### src/include/cu_config.svh
// widths, compute unit ids and wait lengths shared by the design and its testbench
`ifndef CU_CONFIG_SVH
`define CU_CONFIG_SVH

// word and count widths
`define CU_WORD_BITS 64
`define VERTEX_BITS 32
`define EDGE_BITS 32
`define ADDR_BITS 64
`define CU_ID_BITS 8
`define OPCODE_BITS 3

// ids stamped on read commands and carried back in the responses
`define VERTEX_CONTROL_ID 8'hFE
`define ALGORITHM_ID 8'h01

// reset length and quiet window used by the testbench
`define RESET_CYCLES 5
`define HOLD_CYCLES 10

`endif

### src/hdl/cu_pkg.sv
// width typedefs plus the read opcode and arbiter owner enums
`include "cu_config.svh"

package cu_pkg;

	////////////////////////////////////////
	// data types
	////////////////////////////////////////

	// configuration and status words
	typedef logic [`CU_WORD_BITS-1:0] cu_word_t;

	// vertex and edge counts
	typedef logic [`VERTEX_BITS-1:0] vertex_count_t;
	typedef logic [`EDGE_BITS-1:0] edge_count_t;

	// compute unit id carried by commands and responses
	typedef logic [`CU_ID_BITS-1:0] cu_id_t;

	// read command address
	typedef logic [`ADDR_BITS-1:0] addr_t;

	////////////////////////////////////////
	// enums
	////////////////////////////////////////

	// cache line read flavours
	typedef enum logic [`OPCODE_BITS-1:0] {
		READ_CL_NA = 3'd1,
		READ_CL_S  = 3'd2,
		READ_CL_M  = 3'd3
	} read_opcode_e;

	// last winner of the read arbiter
	typedef enum logic {
		OWNER_VERTEX_JOB = 1'b0,
		OWNER_ALGORITHM  = 1'b1
	} arb_owner_e;

endpackage

### src/hdl/cu_input_stage.sv
// enable, configuration, descriptor and read response input registers with the ready level
`timescale 1ns/10ps

module cu_input_stage (
	input  logic                  clock,
	input  logic                  rstn,
	input  logic                  enable,
	input  cu_pkg::cu_word_t      cfg_var1,
	input  cu_pkg::cu_word_t      cfg_var3,
	input  cu_pkg::cu_word_t      cfg_var4,
	input  logic                  wed_valid,
	input  cu_pkg::vertex_count_t wed_num_vertices,
	input  cu_pkg::edge_count_t   wed_num_edges,
	input  logic                  resp_valid,
	input  cu_pkg::cu_id_t        resp_cu_id,
	input  logic                  resp_tag,
	output logic                  enabled,
	output logic                  cu_enabled,
	output cu_pkg::cu_word_t      cfg_status,
	output cu_pkg::vertex_count_t wed_num_vertices_q,
	output cu_pkg::edge_count_t   wed_num_edges_q,
	output logic                  resp_valid_q,
	output cu_pkg::cu_id_t        resp_cu_id_q,
	output logic                  resp_tag_q
);

	import cu_pkg::*;

	cu_word_t cfg_var1_q;
	cu_word_t cfg_var3_q;
	cu_word_t cfg_var4_q;
	logic     wed_valid_q;
	logic     cu_ready;

	always_ff @(posedge clock or negedge rstn) begin
		if (!rstn) begin
			enabled <= 1'b0;
		end else begin
			enabled <= enable;
		end
	end

	////////////////////////////////////////
	// configuration words
	////////////////////////////////////////

	// zero writes are dropped so software can touch one word at a time
	always_ff @(posedge clock or negedge rstn) begin
		if (!rstn) begin
			cfg_var1_q <= '0;
			cfg_var3_q <= '0;
			cfg_var4_q <= '0;
		end else if (enabled) begin
			if (|cfg_var1)
				cfg_var1_q <= cfg_var1;
			if (|cfg_var3)
				cfg_var3_q <= cfg_var3;
			if (|cfg_var4)
				cfg_var4_q <= cfg_var4;
		end
	end

	assign cfg_status = cfg_var1_q;

	////////////////////////////////////////
	// descriptor and responses
	////////////////////////////////////////

	always_ff @(posedge clock or negedge rstn) begin
		if (!rstn) begin
			wed_valid_q  <= 1'b0;
			resp_valid_q <= 1'b0;
		end else begin
			resp_valid_q <= enabled & resp_valid;
			if (enabled)
				wed_valid_q <= wed_valid;
		end
	end

	always_ff @(posedge clock) begin
		if (enabled) begin
			wed_num_vertices_q <= wed_num_vertices;
			wed_num_edges_q    <= wed_num_edges;
		end
		resp_cu_id_q <= resp_cu_id;
		resp_tag_q   <= resp_tag;
	end

	// ready once every word is set and a descriptor is present
	assign cu_ready = (|cfg_var1_q) & (|cfg_var3_q) & (|cfg_var4_q) & wed_valid_q;

	always_ff @(posedge clock or negedge rstn) begin
		if (!rstn) begin
			cu_enabled <= 1'b0;
		end else begin
			cu_enabled <= cu_ready;
		end
	end

	ready_needs_cfg_a: assert property (@(posedge clock) disable iff (!rstn)
		cu_enabled |-> (cfg_var1_q != '0));

endmodule

### src/hdl/cu_response_router.sv
// read response routing to the vertex job path or the algorithm path by compute unit id
`timescale 1ns/10ps
`include "cu_config.svh"

module cu_response_router (
	input  logic           clock,
	input  logic           rstn,
	input  logic           enabled,
	input  logic           resp_valid_q,
	input  cu_pkg::cu_id_t resp_cu_id_q,
	input  logic           resp_tag_q,
	output logic           vertex_resp_valid,
	output logic           vertex_resp_tag,
	output logic           algo_resp_valid,
	output logic           algo_resp_tag
);

	import cu_pkg::*;

	logic to_vertex;

	// only the vertex control id goes to the job path
	assign to_vertex = (resp_cu_id_q == cu_id_t'(`VERTEX_CONTROL_ID));

	always_ff @(posedge clock or negedge rstn) begin
		if (!rstn) begin
			vertex_resp_valid <= 1'b0;
			algo_resp_valid   <= 1'b0;
		end else if (enabled && resp_valid_q) begin
			vertex_resp_valid <= to_vertex;
			algo_resp_valid   <= ~to_vertex;
		end else begin
			vertex_resp_valid <= 1'b0;
			algo_resp_valid   <= 1'b0;
		end
	end

	// tag goes to both sides, the valids select
	always_ff @(posedge clock) begin
		vertex_resp_tag <= resp_tag_q;
		algo_resp_tag   <= resp_tag_q;
	end

	one_path_a: assert property (@(posedge clock) disable iff (!rstn)
		!(vertex_resp_valid && algo_resp_valid));

endmodule

### src/hdl/cu_read_arbiter.sv
// two-way round-robin read command arbiter with id tagging and almost-full hold-off
`timescale 1ns/10ps
`include "cu_config.svh"

module cu_read_arbiter (
	input  logic                 clock,
	input  logic                 rstn,
	input  logic                 cu_enabled,
	input  logic                 read_buf_alfull,
	input  logic                 vertex_req_valid,
	input  cu_pkg::read_opcode_e vertex_req_opcode,
	input  cu_pkg::addr_t        vertex_req_address,
	input  logic                 algo_req_valid,
	input  cu_pkg::read_opcode_e algo_req_opcode,
	input  cu_pkg::addr_t        algo_req_address,
	output logic                 vertex_req_grant,
	output logic                 algo_req_grant,
	output logic                 read_cmd_valid,
	output cu_pkg::read_opcode_e read_cmd_opcode,
	output cu_pkg::addr_t        read_cmd_address,
	output cu_pkg::cu_id_t       read_cmd_cu_id
);

	import cu_pkg::*;

	arb_owner_e owner;
	logic       eligible;
	logic       vertex_req;
	logic       algo_req;
	logic       grant_vertex;
	logic       grant_algo;

	////////////////////////////////////////
	// grant selection
	////////////////////////////////////////

	assign eligible = cu_enabled & ~read_buf_alfull;

	// mask the requester granted last cycle since its valid is still up
	assign vertex_req = vertex_req_valid & ~vertex_req_grant;
	assign algo_req   = algo_req_valid & ~algo_req_grant;

	// on a tie the side that did not win last goes first
	assign grant_vertex = eligible & vertex_req & (~algo_req | (owner == OWNER_ALGORITHM));
	assign grant_algo   = eligible & algo_req & (~vertex_req | (owner == OWNER_VERTEX_JOB));

	always_ff @(posedge clock or negedge rstn) begin
		if (!rstn) begin
			vertex_req_grant <= 1'b0;
			algo_req_grant   <= 1'b0;
			read_cmd_valid   <= 1'b0;
			owner            <= OWNER_ALGORITHM;
		end else begin
			vertex_req_grant <= grant_vertex;
			algo_req_grant   <= grant_algo;
			read_cmd_valid   <= grant_vertex | grant_algo;
			if (grant_vertex)
				owner <= OWNER_VERTEX_JOB;
			else if (grant_algo)
				owner <= OWNER_ALGORITHM;
		end
	end

	////////////////////////////////////////
	// command payload
	////////////////////////////////////////

	// stamp the winner's id so the response finds its way back
	always_ff @(posedge clock) begin
		if (grant_vertex) begin
			read_cmd_opcode  <= vertex_req_opcode;
			read_cmd_address <= vertex_req_address;
			read_cmd_cu_id   <= cu_id_t'(`VERTEX_CONTROL_ID);
		end else if (grant_algo) begin
			read_cmd_opcode  <= algo_req_opcode;
			read_cmd_address <= algo_req_address;
			read_cmd_cu_id   <= cu_id_t'(`ALGORITHM_ID);
		end
	end

	one_grant_a: assert property (@(posedge clock) disable iff (!rstn)
		!(vertex_req_grant && algo_req_grant));

	// grants are registered so the hold-off shows one cycle later
	alfull_hold_a: assert property (@(posedge clock) disable iff (!rstn)
		read_buf_alfull |=> !(vertex_req_grant || algo_req_grant));

endmodule

### src/hdl/cu_completion_tracker.sv
// vertex and edge count accumulation, done detection and return values
`timescale 1ns/10ps

module cu_completion_tracker (
	input  logic                  clock,
	input  logic                  rstn,
	input  logic                  enabled,
	input  logic                  cu_enabled,
	input  cu_pkg::vertex_count_t wed_num_vertices_q,
	input  cu_pkg::edge_count_t   wed_num_edges_q,
	input  cu_pkg::cu_word_t      cfg_status,
	input  cu_pkg::vertex_count_t vertex_done_count,
	input  cu_pkg::vertex_count_t vertex_filtered_count,
	input  cu_pkg::edge_count_t   edge_done_count,
	output logic                  cu_done,
	output cu_pkg::cu_word_t      cu_status,
	output cu_pkg::vertex_count_t cu_return_vertices,
	output cu_pkg::edge_count_t   cu_return_edges
);

	import cu_pkg::*;

	vertex_count_t vertex_total_q;
	edge_count_t   edge_done_q;
	vertex_count_t return_vertices_q;
	edge_count_t   return_edges_q;
	logic          done_match;

	////////////////////////////////////////
	// step one, count capture
	////////////////////////////////////////

	// filtered vertices count as finished
	always_ff @(posedge clock or negedge rstn) begin
		if (!rstn) begin
			vertex_total_q <= '0;
			edge_done_q    <= '0;
		end else if (enabled) begin
			vertex_total_q <= vertex_done_count + vertex_filtered_count;
			edge_done_q    <= edge_done_count;
		end
	end

	////////////////////////////////////////
	// step two, compare with descriptor
	////////////////////////////////////////

	always_ff @(posedge clock or negedge rstn) begin
		if (!rstn) begin
			done_match        <= 1'b0;
			return_vertices_q <= '0;
			return_edges_q    <= '0;
		end else if (cu_enabled) begin
			done_match        <= (vertex_total_q == wed_num_vertices_q) &&
			                     (edge_done_q == wed_num_edges_q);
			return_vertices_q <= vertex_total_q;
			return_edges_q    <= edge_done_q;
		end else begin
			done_match <= 1'b0;
		end
	end

	// step three drives the outputs
	always_ff @(posedge clock or negedge rstn) begin
		if (!rstn) begin
			cu_done            <= 1'b0;
			cu_status          <= '0;
			cu_return_vertices <= '0;
			cu_return_edges    <= '0;
		end else if (enabled) begin
			cu_done            <= done_match;
			cu_status          <= cfg_status;
			cu_return_vertices <= return_vertices_q;
			cu_return_edges    <= return_edges_q;
		end
	end

endmodule

### src/hdl/cu_control.sv
// compute unit control front end joining input stage, router, read arbiter and tracker
`timescale 1ns/10ps

module cu_control (
	input  logic                  clock,
	input  logic                  rstn,
	input  logic                  enable,
	input  cu_pkg::cu_word_t      cfg_var1,
	input  cu_pkg::cu_word_t      cfg_var3,
	input  cu_pkg::cu_word_t      cfg_var4,
	input  logic                  wed_valid,
	input  cu_pkg::vertex_count_t wed_num_vertices,
	input  cu_pkg::edge_count_t   wed_num_edges,
	input  logic                  resp_valid,
	input  cu_pkg::cu_id_t        resp_cu_id,
	input  logic                  resp_tag,
	input  logic                  vertex_req_valid,
	input  cu_pkg::read_opcode_e  vertex_req_opcode,
	input  cu_pkg::addr_t         vertex_req_address,
	input  logic                  algo_req_valid,
	input  cu_pkg::read_opcode_e  algo_req_opcode,
	input  cu_pkg::addr_t         algo_req_address,
	input  logic                  read_buf_alfull,
	input  cu_pkg::vertex_count_t vertex_done_count,
	input  cu_pkg::vertex_count_t vertex_filtered_count,
	input  cu_pkg::edge_count_t   edge_done_count,
	output logic                  vertex_resp_valid,
	output logic                  vertex_resp_tag,
	output logic                  algo_resp_valid,
	output logic                  algo_resp_tag,
	output logic                  vertex_req_grant,
	output logic                  algo_req_grant,
	output logic                  read_cmd_valid,
	output cu_pkg::read_opcode_e  read_cmd_opcode,
	output cu_pkg::addr_t         read_cmd_address,
	output cu_pkg::cu_id_t        read_cmd_cu_id,
	output logic                  cu_done,
	output cu_pkg::cu_word_t      cu_status,
	output cu_pkg::vertex_count_t cu_return_vertices,
	output cu_pkg::edge_count_t   cu_return_edges
);

	import cu_pkg::*;

	// latched state from the input stage
	logic          enabled;
	logic          cu_enabled;
	cu_word_t      cfg_status;
	vertex_count_t wed_num_vertices_q;
	edge_count_t   wed_num_edges_q;
	logic          resp_valid_q;
	cu_id_t        resp_cu_id_q;
	logic          resp_tag_q;

	////////////////////////////////////////
	// pipeline stages
	////////////////////////////////////////

	cu_input_stage input_stage (
		.clock              (clock),
		.rstn               (rstn),
		.enable             (enable),
		.cfg_var1           (cfg_var1),
		.cfg_var3           (cfg_var3),
		.cfg_var4           (cfg_var4),
		.wed_valid          (wed_valid),
		.wed_num_vertices   (wed_num_vertices),
		.wed_num_edges      (wed_num_edges),
		.resp_valid         (resp_valid),
		.resp_cu_id         (resp_cu_id),
		.resp_tag           (resp_tag),
		.enabled            (enabled),
		.cu_enabled         (cu_enabled),
		.cfg_status         (cfg_status),
		.wed_num_vertices_q (wed_num_vertices_q),
		.wed_num_edges_q    (wed_num_edges_q),
		.resp_valid_q       (resp_valid_q),
		.resp_cu_id_q       (resp_cu_id_q),
		.resp_tag_q         (resp_tag_q)
	);

	cu_response_router response_router (
		.clock             (clock),
		.rstn              (rstn),
		.enabled           (enabled),
		.resp_valid_q      (resp_valid_q),
		.resp_cu_id_q      (resp_cu_id_q),
		.resp_tag_q        (resp_tag_q),
		.vertex_resp_valid (vertex_resp_valid),
		.vertex_resp_tag   (vertex_resp_tag),
		.algo_resp_valid   (algo_resp_valid),
		.algo_resp_tag     (algo_resp_tag)
	);

	cu_read_arbiter read_arbiter (
		.clock              (clock),
		.rstn               (rstn),
		.cu_enabled         (cu_enabled),
		.read_buf_alfull    (read_buf_alfull),
		.vertex_req_valid   (vertex_req_valid),
		.vertex_req_opcode  (vertex_req_opcode),
		.vertex_req_address (vertex_req_address),
		.algo_req_valid     (algo_req_valid),
		.algo_req_opcode    (algo_req_opcode),
		.algo_req_address   (algo_req_address),
		.vertex_req_grant   (vertex_req_grant),
		.algo_req_grant     (algo_req_grant),
		.read_cmd_valid     (read_cmd_valid),
		.read_cmd_opcode    (read_cmd_opcode),
		.read_cmd_address   (read_cmd_address),
		.read_cmd_cu_id     (read_cmd_cu_id)
	);

	cu_completion_tracker completion_tracker (
		.clock                 (clock),
		.rstn                  (rstn),
		.enabled               (enabled),
		.cu_enabled            (cu_enabled),
		.wed_num_vertices_q    (wed_num_vertices_q),
		.wed_num_edges_q       (wed_num_edges_q),
		.cfg_status            (cfg_status),
		.vertex_done_count     (vertex_done_count),
		.vertex_filtered_count (vertex_filtered_count),
		.edge_done_count       (edge_done_count),
		.cu_done               (cu_done),
		.cu_status             (cu_status),
		.cu_return_vertices    (cu_return_vertices),
		.cu_return_edges       (cu_return_edges)
	);

endmodule

### config.mk
export PLATFORM = sky130hd
export DESIGN_NAME = cu_control
export DESIGN_NICKNAME = d
export VERILOG_FILES = /design/src/hdl/cu_pkg.sv /design/src/hdl/cu_input_stage.sv /design/src/hdl/cu_response_router.sv /design/src/hdl/cu_read_arbiter.sv /design/src/hdl/cu_completion_tracker.sv /design/src/hdl/cu_control.sv
export VERILOG_INCLUDE_DIRS = /design/src /design/src/include
export SDC_FILE = /design/constraint.sdc
export NUM_CORES = 1
export LEC_CHECK = 0
export BUFFER_PORTS_ARGS = -buffer_cell sky130_fd_sc_hd__clkbuf_2
export CORE_ASPECT_RATIO = 1.1
export CORE_MARGIN = 2
export CORE_UTILIZATION = 30
export DETAILED_ROUTE_END_ITERATION = 7
export PLACE_DENSITY = 0.54
export SLEW_MARGIN = 20
export SYNTH_ARGS = -nofsm -noshare
export SYNTH_HDL_FRONTEND = slang
export SYNTH_SLANG_ARGS = --single-unit
### constraint.sdc
create_clock -name clock -period 4.3 [get_ports clock]
set_clock_uncertainty 0.05 [all_clocks]
set_input_delay 0 -clock clock [delete_from_list [all_inputs] [get_ports clock]]
set_output_delay 0 -clock clock [all_outputs]
set_load 0.01 [all_outputs]
==> key figures <==
Detailed routing
  – Routed wire length per instance: 21.8 um
  – Uppermost layer routed: met4
  – Met1 layer wirelength in the final routing: 33800 um
  – Via density per instance: 4.70
  – Met3 WL: 6150 um
  – Vias: 19600
  – DRC violation count after routing: 0
  – Number of nets still failing antenna checks after routing: 0
  – Starting DRC count in detailed routing: 1039
  – Detailed-router iteration count before antenna repair: 5
  – Total detailed-routing wirelength: 90800 um
  – Routed wl met2: 47200 um

Critical path
  – Reg2reg end: read_arbiter.read_cmd_address[52]
  – CP max stage delay: 0.57 ns
  – Slowest cell on crit path: dlygate4sd3_1
  – Most common cell on crit path: dlygate4sd3_1
  – Launch instance of the worst register-to-register path: input_stage.cu_enabled
  – Crit path max fanout: 5
  – Arrival @ worst endpoint: 4.02 ns
  – Sort of element at the end of the critical path: flip-flop
  – Length in cells of the worst reg-to-reg path: 6
  – CP Launch Point: vertex_filtered_count[1]
  – WS Path Type: input port to flip-flop
  – Destination of the critical timing path: completion_tracker.vertex_total_q[31]
  – Data required time at the worst endpoint: 4.73 ns
  – Register-to-Register Setup Slack: 0.91 ns
  – Series of cell instances along the critical path: dlygate4sd3_1 > clkbuf_2 > ha_1 > a211oi_1 > o211ai_1 > a211o_1 > o2111ai_2 > nor2_1 > o2111ai_1 > dlygate4sd3_1 > o211ai_1 > dlygate4sd3_1
  – Worst Setup Start Kind: input port

Die
  – Top-level port count: 714
  – Full die area: 88500 um^2
  – X dimension of the die: 284 um
  – Floorplan die height: 312 um
  – Placeable core region: 85100 um^2
  – Row count: 112
  – Initial core utilization: 30.4%

Yosys
  – Yosys cell types: 69
  – Number of enable flip-flop cells after synthesis: 131
  – Xor/xnor share of the synthesized area: 2.51%
  – Synthesized-area fraction occupied by and/or/nand/nor cells: 5.55%
  – Instance count of the mapped netlist: 1720
  – Share of async-settable or async-resettable flops after synthesis: 76.3%
  – Mux cell area share after synthesis: 23.4%
  – Part of the Yosys area used for sequential elements: 60.7%
  – Mean area per synthesized cell: 15.0 um^2
  – Adder-cell share of the synthesized area: 1.58%
  – Count of state elements after synthesis: 603
  – Post-synthesis cell area: 25800 um^2
  – Net count after synthesis: 2255
  – Predominant post-synthesis flop cell: dfrtp_1
  – Area fraction in compound gates after synthesis: 4.04%
  – Area share of the largest cell type after synthesis: 44.4%
  – Most area-hungry cell type in the Yosys netlist: dfrtp_1
  – Synth top area cells: dfrtp_1 44%, mux2_2 17%, edfxtp_1 15%
  – Number of warnings reported in the yosys synthesis log: 0
  – Main combinational cell family by area after synthesis: multiplexers

Clock network
  – TritonCTS clock tree: done
  – Maximum buffer depth of the clock tree: 3
  – Clock buffer count from CTS: 68
  – Later-pin clock latency in the skew report: 0.61 ns
  – Post-CTS repair timing setup buffer count: 0
  – CTS Root Buffer Type: clkbuf_16
  – CTS H-tree depth: 3
  – PostCTS Resize Cnt: 0
  – Clock slew seen by the registers of the worst setup and hold paths: 0.06 ns
  – Clock tree sinks: 603

Timing
  – Final setup violation count: 0
  – Total Negative Setup Slacks: 0 ns
  – Unrepaired setup endpoints after global routing: no
  – Slew at the pin closest to its max-slew limit: 0.933 ns
  – Max frequency: 279 MHz
  – Part of the cycle the worst path needs: 83.3%
  – Final critical delay including setup and external delays: 3.58 ns
  – Setup WS post-layout: 0.718 ns
  – Slew headroom: 37.8%
  – Hold violation count in the final report: 0
  – Max Slew Vio Count: 0

GRT
  – Initial antenna violation count: 15
  – Number of global-route vias before repair: 21600
  – Total global routing overflow: 0
  – Pin count of the biggest net entering global routing: 94
  – First-pass GRT wire length: 136000 um
  – Overall fraction of global-route tracks in use: 20.2%

Min path
  – Beginning of the worst hold path: vertex_done_count[14]
  – Worst min-delay path class: input port to flip-flop

Place
  – Post-detail-place hpwl: 67800 um
  – Number of buffer cells added on primary ports: 713
  – Routability congestion estimate: 0.961
  – Placement-stage worst setup slack: 1.32 ns

Power
  – Total leakage power: 16.8 nW
  – IR drop worst, VDD: 306 uV
  – Power Dens Cells: 429 nW/um^2

Cells and area
  – Nets: 3494
  – Layout Area Growth over Synthesis: 47.7%
  – Ratio of cells with drive above 1 in the final layout: 45.0%

Run
  – Number of maximum-capacitance constraint violations: 0

Run status
  – Status: finished, final reports clean
==> power breakdown <==
group | internal, W | switching [W] | leakage, nW
registers | 0.00669 | 0.000574 | 6.75
clock network | 0.00354 | 0.00247 | 1.13
logic | 0.00166 | 0.00145 | 8.93
total | 0.0119 | 0.00449 | 16.8
==> synthesized netlist by cell type, types with 4 or more instances <==
cell,number
dfxtp_1,12
o21bai_1,6
buf_6,18
o22ai_1,5
mux2_4,110
buf_4,7
a21oi_1,38
and2_1,4
a21o_1,13
a31oi_1,4
buf_1,6
dfrtp_1,459
xor2_1,19
nor3_1,11
a211oi_1,4
nand3_1,5
o21ai_0,29
ha_1,31
nor2_1,29
edfxtp_1,131
o211ai_1,6
buf_2,13
nand4_1,42
nand2_1,39
nor4_1,109
mux2_2,386
inv_1,35
o31ai_1,5
clkbuf_1,25
xnor2_1,55
==> cell usage in the layout, fill, tap and decap left out, drive strengths merged, types with 38 or more instances in the layout <==
cell type | netlist | final
edfxtp | 131 | 131
clkbuf | 28 | 817
xnor2 | 55 | 55
nor4 | 109 | 109
mux2 | 497 | 497
a21oi | 38 | 38
nand2 | 39 | 39
dfrtp | 459 | 459
dlygate4sd3 | 0 | 504
nand4 | 42 | 42
==> per-stage QoR <==
stage	cell area (um^2)	cells	total power [W]	hold WS (ns)	utilization, %
2_1_floorplan	25800	1720	0.00866	-0.346	-
3_3_place_gp	30700	3524	0.0100	0.0494	36.1
3_5_place_dp	30700	3524	0.0101	0.0545	36.1
4_1_cts	38100	4155	0.0166	0.00227	44.8
5_1_grt	38200	4166	0.0171	0.0290	44.9
6_report	38200	4167	0.0164	0.0440	44.9
==> critical path, delay by kind of cell <==
kind | cells | cell delay (ns)
adder cells (fa/ha/maj) | 1 | 0.30
AND/OR/NAND/NOR | 1 | 0.13
AO/OA/AOI/OAI | 6 | 1.78
buffers and inverters | 4 | 1.81
==> routing by layer <==
metal / vias up / track usage (%)
li1: 8943 / -
met1: 9854 / 22.1
met2: 633 / 36.7
met3: 166 / 5.39
met4: 0 / 8.80
met5: - / 0
==> worst min path at each step <==
stage | cells past startpoint | slack (ns) | to
floorplan | 0 | -0.35 | completion_tracker.cu_done
global placement | 1 | 0.05 | completion_tracker.cu_return_edges[13]
detailed placement | 1 | 0.05 | completion_tracker.cu_return_edges[19]
CTS | 4 | 0.002 | completion_tracker.vertex_total_q[9]
global route | 2 | 0.03 | input_stage.wed_num_edges_q[22]
finish | 6 | 0.04 | completion_tracker.vertex_total_q[15]
==> timing repair <==
item / in CTS / in global routing
endpoints found under the hold margin: 625 / 0
hold buffers: 505 / 0
setup endpoints to repair: 0 / 0
==> registers in the layout (all words and copies together), names as in the netlist, 2 cells and up <==
name                                   count
read_arbiter.read_cmd_opcode               3
completion_tracker.return_edges_q         32
completion_tracker.cu_return_edges        32
completion_tracker.return_vertices_q      32
completion_tracker.edge_done_q            32
read_arbiter.read_cmd_cu_id                2
completion_tracker.vertex_total_q         32
completion_tracker.cu_return_vertices     32
completion_tracker.cu_status              64
input_stage.cfg_var3_q                    64
input_stage.wed_num_edges_q               32
input_stage.cfg_var4_q                    64
read_arbiter.read_cmd_address             64
input_stage.cfg_status                    64
input_stage.resp_cu_id_q                   8
input_stage.wed_num_vertices_q            32
==> layout make-up <==
cell class                      instances  area, um^2
Tap cell                             1140        1430
Clock buffer                          105        2070
Multi-Input combinational cell       1010        9590
Sequential cell                       603       15700
Antenna cell                           12        30.0
Inverter                               35         131
Clock inverter                         21         274
Fill cell                            7784       46900
Timing Repair Buffer                 1241        8950
==> logic make-up (layout without fill, tap and decap cells) <==
family	Yosys count	in the layout
flops	603	603
compound gates	148	148
buf+inv	107	1402
other cells	0	12
fa+ha+maj	32	32
mux	500	500
simple gates	256	256
xor+xnor	74	74
(Power assumes the default switching activity.)
